File: src/design/rv32_params.svh
`ifndef RV32_PARAMS_SVH
`define RV32_PARAMS_SVH

// data path width
`define RV32_XLEN 32

// data memory depth in 32-bit words
`define RV32_DMEM_WORDS 256

// ****************************************
// access width codes
// ****************************************
`define RV32_MEM_WIDTH_WORD 2'd0
`define RV32_MEM_WIDTH_HALF 2'd1
`define RV32_MEM_WIDTH_BYTE 2'd2

// ****************************************
// branch op codes
// ****************************************
`define RV32_BRANCH_NEVER   2'd0
`define RV32_BRANCH_ZERO    2'd1
`define RV32_BRANCH_NONZERO 2'd2
`define RV32_BRANCH_ALWAYS  2'd3

`endif

File: src/design/rv32_pkg.sv
`include "rv32_params.svh"

package rv32_pkg;

    // one data word, also used for addresses and register values
    typedef logic [`RV32_XLEN-1:0] word_t;

    typedef logic [4:0] reg_addr_t; // x0..x31

    // ****************************************
    // encoded control fields
    // ****************************************
    typedef logic [1:0] mem_width_t; // RV32_MEM_WIDTH_* codes
    typedef logic [1:0] branch_op_t; // RV32_BRANCH_* codes

    // byte lane write mask, bit 3 is bits 31..24
    typedef logic [`RV32_XLEN/8-1:0] byte_mask_t;

endpackage

File: src/design/rv32_branch.sv
`include "rv32_params.svh"

module rv32_branch
    import rv32_pkg::*;
(
    input  branch_op_t op,
    input  word_t      result,
    output logic       taken
);

    logic result_zero;

    // execute leaves the compare encoded in the subtraction result
    assign result_zero = (result == '0);

    always_comb begin
        case (op)
            `RV32_BRANCH_NEVER:   taken = 1'b0;
            `RV32_BRANCH_ZERO:    taken = result_zero;
            `RV32_BRANCH_NONZERO: taken = !result_zero;
            `RV32_BRANCH_ALWAYS:  taken = 1'b1;
            default:              taken = 1'b0;
        endcase
    end

endmodule

File: src/design/rv32_mem.sv
`include "rv32_params.svh"

module rv32_mem
    import rv32_pkg::*;
(
    input  logic       clk,
    input  logic       arst_n,

    // from hazard unit
    input  logic       stall,
    input  logic       flush,

    // control from execute
    input  logic       read,
    input  logic       write,
    input  mem_width_t width,
    input  logic       zero_extend,
    input  branch_op_t branch_op,
    input  reg_addr_t  rd,
    input  logic       rd_write,

    // data from execute
    input  word_t      result,
    input  word_t      rs2_value,
    input  word_t      branch_pc,

    // data memory read port
    input  word_t      read_value,

    // control out
    output logic       branch_taken,
    output reg_addr_t  rd_out,
    output logic       rd_write_out,

    // data memory control
    output logic       dmem_read,
    output byte_mask_t write_mask,

    // data out
    output word_t      rd_value_out,
    output word_t      branch_pc_out,

    // data memory address and write data
    output word_t      address,
    output word_t      write_value
);

    logic        store_en;
    logic [1:0]  offset;
    byte_mask_t  lane_mask;
    logic [7:0]  load_byte;
    logic [15:0] load_half;
    word_t       load_value;

    rv32_branch i_branch (
        .op     (branch_op),
        .result (result),
        .taken  (branch_taken)
    );

    assign branch_pc_out = branch_pc; // target passes straight to fetch
    assign dmem_read     = read;
    assign address       = result;
    assign offset        = result[1:0];

    // a held or killed slot must not touch memory
    assign store_en   = write && !stall && !flush;
    assign write_mask = store_en ? lane_mask : '0;

    // ****************************************
    // store lane formatting
    // ****************************************
    always_comb begin
        write_value = '0; // unused lanes stay zero
        lane_mask   = '0;
        case (width)
            `RV32_MEM_WIDTH_WORD: begin
                write_value = rs2_value;
                lane_mask   = 4'b1111;
            end
            `RV32_MEM_WIDTH_HALF: begin
                if (offset[1]) begin
                    write_value[15:0] = rs2_value[15:0];
                    lane_mask         = 4'b0011;
                end else begin
                    write_value[31:16] = rs2_value[15:0];
                    lane_mask          = 4'b1100;
                end
            end
            `RV32_MEM_WIDTH_BYTE: begin
                case (offset)
                    2'd0: write_value[31:24] = rs2_value[7:0];
                    2'd1: write_value[23:16] = rs2_value[7:0];
                    2'd2: write_value[15:8]  = rs2_value[7:0];
                    default: write_value[7:0] = rs2_value[7:0];
                endcase
                lane_mask = 4'b1000 >> offset;
            end
            default: begin
                lane_mask = '0; // reserved code, no store
            end
        endcase
    end

    // ****************************************
    // load lane select and extension
    // ****************************************
    always_comb begin
        case (offset)
            2'd0: load_byte = read_value[31:24];
            2'd1: load_byte = read_value[23:16];
            2'd2: load_byte = read_value[15:8];
            default: load_byte = read_value[7:0];
        endcase
    end

    assign load_half = offset[1] ? read_value[15:0] : read_value[31:16];

    always_comb begin
        case (width)
            `RV32_MEM_WIDTH_HALF:
                load_value = {{16{!zero_extend && load_half[15]}}, load_half};
            `RV32_MEM_WIDTH_BYTE:
                load_value = {{24{!zero_extend && load_byte[7]}}, load_byte};
            default:
                load_value = read_value; // full word
        endcase
    end

    // writeback register, held under stall
    always_ff @(posedge clk or negedge arst_n) begin
        if (!arst_n) begin
            rd_out       <= '0;
            rd_write_out <= 1'b0;
            rd_value_out <= '0;
        end else if (!stall) begin
            rd_out       <= rd;
            rd_write_out <= rd_write && !flush; // flushed slot never writes back
            rd_value_out <= read ? load_value : result;
        end
    end

endmodule

File: config.mk
export PLATFORM = sky130hd
export DESIGN_NAME = rv32_mem
export DESIGN_NICKNAME = d
export VERILOG_FILES = /design/src/design/rv32_pkg.sv /design/src/design/rv32_branch.sv /design/src/design/rv32_mem.sv
export VERILOG_INCLUDE_DIRS = /design/src /design/src/design
export SDC_FILE = /design/constraint.sdc
export NUM_CORES = 1
export LEC_CHECK = 0
export BUFFER_PORTS_ARGS = -buffer_cell sky130_fd_sc_hd__buf_2
export CORE_AREA = 2 2 109 111
export CTS_CLUSTER_DIAMETER = 40
export DETAILED_ROUTE_END_ITERATION = 8
export DIE_AREA = 0 0 111 113
export PLACE_DENSITY = 0.71
export SKIP_LAST_GASP = 1
export SYNTH_ARGS = -nofsm -noshare
export SYNTH_HDL_FRONTEND = slang
export SYNTH_HIERARCHICAL = 1
export SYNTH_SLANG_ARGS = --single-unit
File: constraint.sdc
create_clock -name clk -period 1.3 [get_ports clk]
set_clock_uncertainty 0.1 [all_clocks]
set_input_delay 0.065 -clock clk [delete_from_list [all_inputs] [get_ports clk]]
set_output_delay 0.065 -clock clk [all_outputs]
set_load 0.1 [all_outputs]
**After elaboration in Yosys (flattened, before gate mapping)**

Cells that the tools add are included.

- Bits in registers: 38
- Logic and storage cells: 40

- Equality and inequality tests: 7
- Shifts and indexed selects: 1
- Mux-type cells: 15
- Reduce and logical (&&, ||, !) cells: 14

Operators by type and width:

| kind | number |
|---|---|
| case mux 32 bit (3 select lines) | 1 |
| case mux 32 bit (2 select lines) | 1 |
| 2-to-1 mux 16 bit | 3 |
| zero test 32 bit | 1 |
| 2-to-1 mux 32 bit | 1 |
| 2-to-1 mux 8 bit | 4 |
| case mux 8 bit (3 select lines) | 1 |
| case mux 4 bit (3 select lines) | 1 |
| equality test 2 bit, second input constant | 4 |
| 2-to-1 mux 4 bit | 2 |
| equality test 2 x 1 -> 1 bit, second input constant | 3 |
| zero test 2 bit | 3 |
| logical AND 1 bit | 5 |
| zero test 1 bit | 4 |
| case mux 1 bit (4 select lines) | 1 |
| >> shifter 4 x 2 -> 4 bit, first input constant | 1 |
| OR reduction 3 bit | 1 |

**Logic depth before layout (Yosys ltp)**

Gate-level depths: netlist of run 1.

- Depth in word-level cells: 5
- Gate-level depth with buffers: 8

**Hierarchy**

The synthesis of run 1 kept the hierarchy.

By module, submodules not included:

| module | times used | cells each | area each (um^2) | sequential area each (um^2) |
|---|---|---|---|---|
| rv32_mem | 1 | 442 | 3485.8 | 950.9 |
| rv32_branch | 1 | 12 | 83.8 | 0.0 |

**Worst setup path before layout of run 1**

OpenSTA, ideal clock, no wires.

- Path type: in2out
- Start: input width[0]
- End: output write_value[10]
- Arrival time: 2.318 ns
- Slack: -1.183 ns
- Stages on the path: 7
- Buffers on the path: 1
- Cell sequence: inv_1 > ha_1 > nor2b_1 > and2_1 > clkbuf_1 > a22oi_1 > nor2_1

- Word-level cells in the longest chain between the ends: 2
- Elaborated cells on any way between the ends: 4

RTL lines:

| item | RTL line | text |
|---|---|---|
| from (decl) | rv32_mem.sv:16 | `input mem_width_t width,` |
| equality test 2 bit, or another cell as far along | rv32_mem.sv:76 | `case (width)` |
| case mux 32 bit (3 select lines) * | rv32_mem.sv:76 |  |
| to (decl) | rv32_mem.sv:45 | `output word_t write_value` |

Every way passes the cells marked *; elsewhere a longest branch is shown, timed or not.

**Worst setup path in the final report of run 1**

- Start: input width[0]
- End: output write_value[2]

The elaborated chain is that of the path after synthesis.

==> impl_metrics.toml, run 1 <==
[timing]
fin_ws_ns = -0.286
hold_ws_ns = 0.0300
rsz0062_at_grt = "true"
fmax_ghz = 0.630
finalCritPeriodShare_pct = 122
relSlewSlack_pct = 64.0
min_period_ns = 1.59
hold_viol_final = 0
setup-violations-final = 64
worst-slew-pin-transition_ns = 0.540
timing.setup.tns_ns = -12.97
finalMaxSlewViolations = 0

[logic_synthesis]
ys.warnings.count = 6
yosysUniqueCellTypes = 40
synth.top_cell.area_share_pct = 26.6
yosysTopAreaCell = "dfrtp_1"
async_reset_ff_share_pct = 100
avgSynthCellArea_sq_um = 7.86
ys_ff_latch = 38
yosysMostFrequentCell = "buf_4"
netlist_instances = 454
syn_nets = 603
synth_edf_count = 0
syn-cell-area_sq_um = 3570
synthTopCellsByCount = "buf_4 (67), a21oi_1 (51), nand2_1 (44), dfrtp_1 (38), nor2_1 (31)"
synth-main-ff-cell = "dfrtp_1"
synth_area_leaders = "dfrtp_1 (27%), buf_4 (14%), a21oi_1 (7.2%)"
yosysSeqAreaShare_pct = 26.6

[final_layout]
final_cells = 855
layout-drive-gt1-share_pct = 67.4
area_delta_synth_final_pct = 107
final_area_sq_um = 7400
final_core_util_pct = 65.7
final_nets = 859

[worst_setup_path]
crit_path_end_kind = "primary output"
r2r-start = "rd_value_out[4]"
crit_start = "width[0]"
cp_slowest_cell = "a21oi_2"
path_cells = "buf_12 > buf_12 > ha_4 > buf_8 > a21o_1 > a21oi_2 > nor2_4 > and2_4 > buf_12"
worstPathMaxFanout = 8
critical_path_class = "input pin to primary output"
cp-start-kind = "input pin"
crit_arrival_ns = 1.42
cpMostUsedCell = "buf_12"
critPathRequiredTime_ns = 1.13
critical_path.max_stage_delay_ns = 0.21

[die]
die_h_um = 113
num_rows = 39
start_util_pct = 31.7
fp.dieW_um = 111
die-area_sq_um = 12500
core_region_area_sq_um = 11300
ios = 285

[route]
wire_per_inst_um = 22.3
vias_per_cell = 5.77
num_vias = 4933
postRouteAntennaNets = 0
drt-initial-drc-count = 525
drc = 0
wl_um = 19100
dr.pass1.iters = 8

[min_path]
hold_class = "input pin to primary output"
min_from = "branch_pc[24]"

[placement]
dpl.cell_count = 804
dpl.hpwl_um = 13500
place_area_sq_um = 6080
globalplace.congestion = 0.943
place_ws_ns = -0.705
portBuffers = 220

[cts]
cts_tree = "yes"
htree_levels = 2
numCtsBuffers = 5
cts-root-buf = "clkbuf_16"
clkSinkCount = 38
clockBufferDepth = 2
clk_latency_ns = 0.28

[power_and_ir_drop]
p_per_area_nw_per_um2 = 988
p_total_mw = 7.31
leakage_nw = 3.21
ir_drop_mv = 0.870

[global_routing]
grt_pass1_vias = 5058
grt_max_degree = 40
overflow = 0
grt_pass1_wl_um = 27700
grt_usage_pct = 28.0
antenna_found_initial = 1

[status]
violations = "setup timing"
status = "finished with violations"

[flow_run]
cap_violations = 0
==> cells in the final DEF (no fill, tap or decap), types with 3 or more instances in the layout <==
cell / synthesis / routed
mux2i_1: 10 / 7
nor4_1: 7 / 4
nor2b_4: 0 / 9
buf_8: 0 / 5
nor2b_1: 11 / 3
mux2_2: 7 / 7
clkbuf_16: 0 / 8
a21oi_2: 0 / 6
nand2_1: 44 / 43
nor3b_1: 7 / 7
nor2_1: 31 / 3
ha_4: 0 / 4
dfrtp_1: 38 / 17
a22oi_2: 0 / 16
buf_2: 9 / 159
o31ai_1: 16 / 12
o31ai_2: 0 / 4
and2_4: 0 / 10
nor3_2: 0 / 4
nand3_1: 3 / 3
buf_4: 67 / 78
a222oi_1: 10 / 10
o22ai_1: 7 / 7
nor3_4: 0 / 10
dlygate4sd3_1: 0 / 21
a21oi_1: 51 / 43
a221oi_2: 0 / 3
o21ai_0: 5 / 5
buf_12: 0 / 68
a221o_1: 8 / 8
nand2b_1: 19 / 17
o21a_1: 9 / 7
dfrtp_2: 0 / 21
inv_1: 5 / 3
nor2_4: 0 / 27
buf_6: 1 / 11
nor4_4: 0 / 3
==> metal layers <==
layer / GRT usage (%) / part of all wire, % / up-vias
li1: - / - / 2099
met5: 0 / 0 / -
met2: 52.0 / 52 / 407
met4: 10.7 / 4.1 / 0
met3: 5.84 / 10 / 93
met1: 31.5 / 34 / 2334
==> flip-flops by register name, summed over array words and instances (netlist names) <==
register      flops
rd_value_out     32
rd_out            5
rd_write_out      1
==> repair_timing <==
item                                    in CTS  in global routing
resized for setup                           99                 48
hold endpoints to repair                    51                  0
hold buffers                                21                  0
buffers inserted                             6                 10
cloned                                       5                  2
endpoints found under the setup margin      69                 68
pin swaps                                   58                 23
==> worst max-delay path, delay by kind of cell <==
family / cells / cell delay, ns
buffers and inverters: 4 / 0.53
AO/OA/AOI/OAI: 2 / 0.38
AND/OR/NAND/NOR: 2 / 0.28
adder cells (fa/ha/maj): 1 / 0.16
==> report_power, final <==
part	total, mW	switching (mW)	internal [mW]
clock	1.23	0.469	0.760
combinational	4.62	3.10	1.52
sequential	1.46	0.123	1.34
total	7.31	3.69	3.62
==> cells by family after synthesis <==
| logic type | count (synthesis) | share of synthesized area (%) |
|---|---|---|
| compound gates | 136 | 26.4 |
| fa+ha+maj | 4 | 1.40 |
| buf+inv | 106 | 18.7 |
| flops | 38 | 26.6 |
| mux | 18 | 5.33 |
| simple gates | 152 | 21.5 |
==> cell type report <==
class | instances | area (sq um)
clock buffers | 7 | 143
flip-flops and latches | 38 | 977
clock inverters | 1 | 5.00
fillers | 810 | 3870
well taps | 143 | 179
repair buffers | 346 | 3250
inverters | 5 | 33.8
multi-input cells | 314 | 2810
diodes | 1 | 2.50
==> final timing paths <==
path	endpoint	slack, ns	depth (start not counted)
min in group asynchronous	rd_value_out[24]	0.28	3
min reg2reg	rd_value_out[19]	0.39	2
min	branch_pc_out[24]	0.03	0
max in group asynchronous	rd_value_out[8]	0.42	3
max	write_value[2]	-0.29	9
max reg2reg	rd_value_out[4]	0.13	3
Note: power is estimated with default switching activity, not from simulation.
==> run 2, diff against run 1 <==
- BUFFER_PORTS_ARGS: -buffer_cell sky130_fd_sc_hd__buf_2 -> -buffer_cell sky130_fd_sc_hd__buf_4
- CORE_AREA: 2 2 109 111 -> 2 2 111 113
- CTS_BUF_LIST: not set -> sky130_fd_sc_hd__clkbuf_8
- DIE_AREA: 0 0 111 113 -> 0 0 113 115
- PLACE_DENSITY: 0.71 -> 0.69
==> run 2 against run 1 <==
The run ends with DRC, setup timing left. Sequential share of layout area shrank 0.26 points. Clock power shrank 30%. Sequential cell count unchanged. Total power fell by 4.5%. Cell count up 1.1%. Setup slack got worse by 0.11 ns. Sequential power hardly changed. Utilization down 1.8 points. Register-to-register slack gained 0.02 ns. Fmax decreased by 6.3%. First-iteration DRC count shrank 0.95%. Highest routed layer unchanged.
==> impl_metrics.toml, run 2 (synthesized netlist as in run 1, its figures left out) <==
[status]
status = "finished with violations"
violations = "DRC, setup timing"

[worst_setup_path]
cp_slowest_cell = "a222oi_1"
cp-start-kind = "input pin"
cp_top_family = "buffers and inverters"
path_cells = "buf_12 > inv_12 > buf_6 > ha_4 > buf_16 > a222oi_1 > buf_4 > nor2_4 > buf_8"
reg2reg_depth = 3
critPathRequiredTime_ns = 1.13
crit_path_end_kind = "primary output"
rrSetupSlack_ns = 0.15
crit_arrival_ns = 1.53
critPathBufInv = 6
worstPathMaxFanout = 5
r2r-start = "rd_value_out[2]"
critical_path.max_stage_delay_ns = 0.46
r2r_end = "rd_value_out[2]"
critical_path_class = "input pin to primary output"

[power_and_ir_drop]
p_clk_share_pct = 12.4
leakage_nw = 3.31
switching_share_pct = 52.6
p_int_mw = 3.31
p_per_area_nw_per_um2 = 925
combPwrFrac_pct = 67.1
p_switching_mw = 3.67
p_total_mw = 6.98
power_frac_seq_pct = 20.5
ir_drop_mv = 0.808

[min_path]
hold_end = "rd_value_out[10]"
hold-path-cell-count = 3
hold_class = "input pin to register"
min_from = "read_value[10]"

[global_routing]
grtUsageMet3_pct = 5.90
met2_usage_pct = 53.8
grt_usage_pct = 29.0
met1_usage_pct = 32.1
antenna_found_initial = 0
grt_max_degree = 39
overflow = 0
grt_pass1_vias = 5072
top_usage_layer = "met2"
grt_pass1_wl_um = 29000

[final_layout]
final_common_cell = "buf_4"
fillers = 879
multi_input_area_sq_um = 2890
final_core_util_pct = 63.9
area_delta_synth_final_pct = 111
largest-register = "rd_value_out"
layout_common_cells = "buf_4 (257), nand2_1 (43), buf_12 (40)"
regArea_sq_um = 977
antenna_cells = 0
final_nets = 865
top_regs = "rd_value_out x32, rd_out x5, rd_write_out x1"
largest_reg_flops = 32
final_cells = 864
layout-drive-gt1-share_pct = 69.5

[die]
die-area_sq_um = 13000
start_util_pct = 30.2
core_region_area_sq_um = 11800
ios = 285
fp.dieW_um = 113
die_h_um = 115
num_rows = 40

[route]
wl_um = 19900
drc = 19
wire_per_inst_um = 23.0
num_vias = 4823
dr.pass1.iters = 9
drt-initial-drc-count = 520
postRouteAntennaNets = 0
vias_per_cell = 5.58

[cts]
numCtsBuffers = 5
cts-root-buf = "clkbuf_8"
htree_levels = 2
clkSinkCount = 38
clk_pin_slew_worst_paths_ns = 0.07
cts_tree = "yes"
clk_latency_ns = 0.29
clockBufferDepth = 2

[flow_run]
cap_violations = 0

[timing]
setup-violations-final = 57
min_period_ns = 1.69
finalCritPeriodShare_pct = 130
hold_ws_ns = 0.00388
fin_ws_ns = -0.392
fmax_ghz = 0.591
hold_viol_final = 0
relSlewSlack_pct = 65.8
rsz0062_at_grt = "true"
finalMaxSlewViolations = 0
worst-slew-pin-transition_ns = 0.513

[placement]
portBuffers = 220
dpl.hpwl_um = 13900
globalplace.congestion = 0.941
dpl.cell_count = 808
place_ws_ns = -0.651
[run 2: cell type report]
type                    instances  share of cell area, %
repair buffers                352                   44.7
clock inverters                 2                  0.116
flip-flops and latches         38                   12.9
clock buffers                   6                   1.09
multi-input cells             314                   38.2
inverters                       5                  0.497
well taps                     147                   2.44
[run 2: power by group through the flow]
stage	Sequential, mW	Clock (mW)	Combinational [mW]
floorplan	2.50	0	2.21
global placement	1.45	0	3.92
detailed placement	1.45	0	3.95
CTS	1.43	0.891	4.47
global route	1.45	0.935	4.82
finish	1.43	0.867	4.68
[run 2: timing repair]
action	in CTS	in global routing
buffers inserted	16	9
hold buffers	22	0
endpoints found under the setup margin	69	67
pin swaps	57	61
endpoints found under the hold margin	52	0
gates resized for setup	200	58
cloned	6	1
[run 2: worst max-delay path by stage]
stage                     startpoint               to  slack (ns)  cells past startpoint
final                       width[0]  write_value[24]       -0.39                      9
after global routing        width[0]  write_value[24]       -0.37                      9
after CTS                   width[0]  write_value[28]       -0.25                      9
after detailed placement    width[0]  write_value[25]       -0.65                      9
after global placement      width[0]  write_value[30]       -0.64                      9
after floorplan             width[0]  write_value[30]       -0.16                      7
[run 2: worst reg2reg max path: cells and delay by family, from the launching register on]
kind,cells,cell delay [ns]
AOI/OAI and AO/OA,3,0.52
DFF,1,0.41
[run 2: layer usage]
layer  routed length (um)  share of wire [%]  vias to the layer above
li1                     -                  -                     2111
met1                 6800                 34                     2314
met2                10400                 52                      313
met3                 1760                8.8                       85
met4                  946                4.8                        0
met5                    0                  0                        -
[run 2: per-stage QoR]
step	cell area [sq um]	TNS, ns
after floorplan	3990	-4.02
after global placement	5800	-30.00
after detailed placement	5800	-32.30
after CTS	7200	-7.60
after global routing	7550	-10.72
final	7550	-8.57
==> run 3, diff against run 2 <==
- CORE_AREA: 2 2 111 113 -> 2 2 112 114
- DIE_AREA: 0 0 113 115 -> 0 0 114 116
- PLACE_DENSITY: 0.69 -> 0.66
- clock period: 1.3 -> 1.7 ns (I/O delays scaled with it)
==> run 3 against run 2 <==
The run now ends clean. Setup slack better by 0.44 ns. Hold slack better by 0.017 ns. Combinational power is 36% lower. Utilization is 14 points lower. Global-route usage is 6.9 points lower. Largest cell class unchanged.
==> impl_metrics.toml, run 3 (synthesized netlist as in run 1, its figures left out) <==
[status]
status = "completed"

[worst_setup_path]
reg2reg_depth = 3
critPathBufInv = 3
rrSetupSlack_ns = 0.57
critical_path.max_stage_delay_ns = 0.32
cp_slowest_cell = "mux2_4"
crit_start = "result[0]"
cp-start-kind = "input pin"
cpMostUsedCell = "buf_4"
crit_arrival_ns = 1.46
worstPathMaxFanout = 4
critical_path_class = "input pin to primary output"
critPathRequiredTime_ns = 1.51
path_cells = "buf_4 > nor4_4 > buf_4 > nand4_1 > nor2_2 > mux2_4 > buf_12"
critPathCapture = "branch_taken"
cp_top_family = "simple AND/OR/NAND/NOR gates"
r2r-start = "rd_value_out[3]"
r2r_end = "rd_value_out[3]"
crit_path_end_kind = "primary output"
path_depth = 7

[global_routing]
grt_max_degree = 51
grt_pass1_vias = 4104
grt_usage_pct = 22.1
overflow = 0
antenna_found_initial = 0
grt_pass1_wl_um = 22900

[cts]
clk_pin_slew_worst_paths_ns = 0.08
clk_latency_ns = 0.29
htree_levels = 2
clkSinkCount = 38
clockBufferDepth = 2
cts_tree = "yes"
numCtsBuffers = 5
cts-root-buf = "clkbuf_8"

[route]
wire_per_inst_um = 19.1
wl_um = 15300
vias_per_cell = 5.42
num_vias = 4318
postRouteAntennaNets = 0
drc = 0
drt-initial-drc-count = 371
dr.pass1.iters = 5

[final_layout]
layout_common_cells = "buf_4 (250), a21oi_1 (49), nand2_1 (44)"
multi_input_area_sq_um = 2280
area_delta_synth_final_pct = 66.0
layout-drive-gt1-share_pct = 52.8
largest-register = "rd_value_out"
fillers = 1144
final_nets = 798
regArea_sq_um = 951
final_cells = 797
final_common_cell = "buf_4"
top_regs = "rd_value_out x32, rd_out x5, rd_write_out x1"
antenna_cells = 0
largest_reg_flops = 32
final_area_sq_um = 5920

[timing]
rsz0062_at_grt = "true"
min_period_ns = 1.65
finalMaxSlewViolations = 0
fmax_ghz = 0.607
hold_viol_final = 0
relSlewSlack_pct = 52.3
worst-slew-pin-transition_ns = 0.709
finalCritPeriodShare_pct = 97.0
setup-violations-final = 0

[placement]
dpl.cell_count = 764
dpl.hpwl_um = 11900
globalplace.congestion = 0.907
place_area_sq_um = 5340
portBuffers = 220

[die]
num_rows = 40
die_h_um = 116
fp.dieW_um = 114
die-area_sq_um = 13200
ios = 285
start_util_pct = 30.0
core_region_area_sq_um = 11900

[power_and_ir_drop]
p_per_area_nw_per_um2 = 817
leakage_nw = 2.73
p_total_mw = 4.84
ir_drop_mv = 0.581

[flow_run]
cap_violations = 0

[min_path]
hold_class = "input pin to register"
-- run 3: cell count changes in the layout (fill, tap and decap cells not counted), sizes merged --
cell,change
and2,-1
buf,-62
bufinv,+1
clkbuf,-1
clkinv,+1
clkinvlp,-1
dlygate4sd3,-1
nand2b,-1
nor2b,-2
-- run 3: worst min path at each step --
| stage | from | end | slack [ns] | cells after the start |
|---|---|---|---|---|
| floorplan | arst_n | rd_out[0] | -0.31 | 0 |
| global placement | arst_n | rd_value_out[24] | -0.01 | 1 |
| global route | flush | rd_write_out | 0.04 | 3 |
| finish | flush | rd_write_out | 0.02 | 3 |
| CTS | flush | rd_write_out | 0.03 | 3 |
| detailed placement | arst_n | rd_value_out[24] | -0.005 | 1 |
-- run 3: routing by layer --
metal,GRT usage (%),vias to the layer above,part of all wire [%]
met4,6.59,0,2.5
li1,-,1974,-
met1,31.0,2070,42
met5,0,-,0
met2,35.6,233,49
met3,3.24,41,6.9
-- run 3: worst register-to-register path, stage by stage (launching register included) --
cell     delay [ns]
dfrtp_1        0.38
a21oi_1        0.18
o21ai_0        0.10
a221o_1        0.26
-- run 3: final cells by class --
class	instances	area share (%)
Clock buffer	5	1.16
Timing Repair Buffer	289	40.1
Clock inverter	3	0.676
Sequential cell	38	16.1
Inverter	5	0.359
Tap cell	147	3.10
Multi-Input combinational cell	310	38.6
-- run 3: metrics by stage --
stage,utilization [%],TNS [ns],hold WS [ns],setup slack (ns)
final,49.7,0,0.0213,0.0513
after global routing,49.7,-0.0632,0.0375,-0.0210
after CTS,48.3,-0.437,0.0273,-0.0574
after detailed placement,44.8,-12.58,-0.00496,-0.441
after global placement,44.8,-9.23,-0.0145,-0.376
after floorplan,-,-0.553,-0.311,-0.277
-- run 3: what timing repair did --
item,in CTS,in global routing
endpoints found under the setup margin,36,35
hold buffers,21,0
gates resized for setup,24,29
buffers inserted,0,5
pin swaps,2,4
endpoints found under the hold margin,51,0
-- run 3: where the power goes --
group | internal, mW | switching (mW)
logic | 0.835 | 2.15
clock network | 0.432 | 0.340
registers | 1.01 | 0.0684
total | 2.28 | 2.56
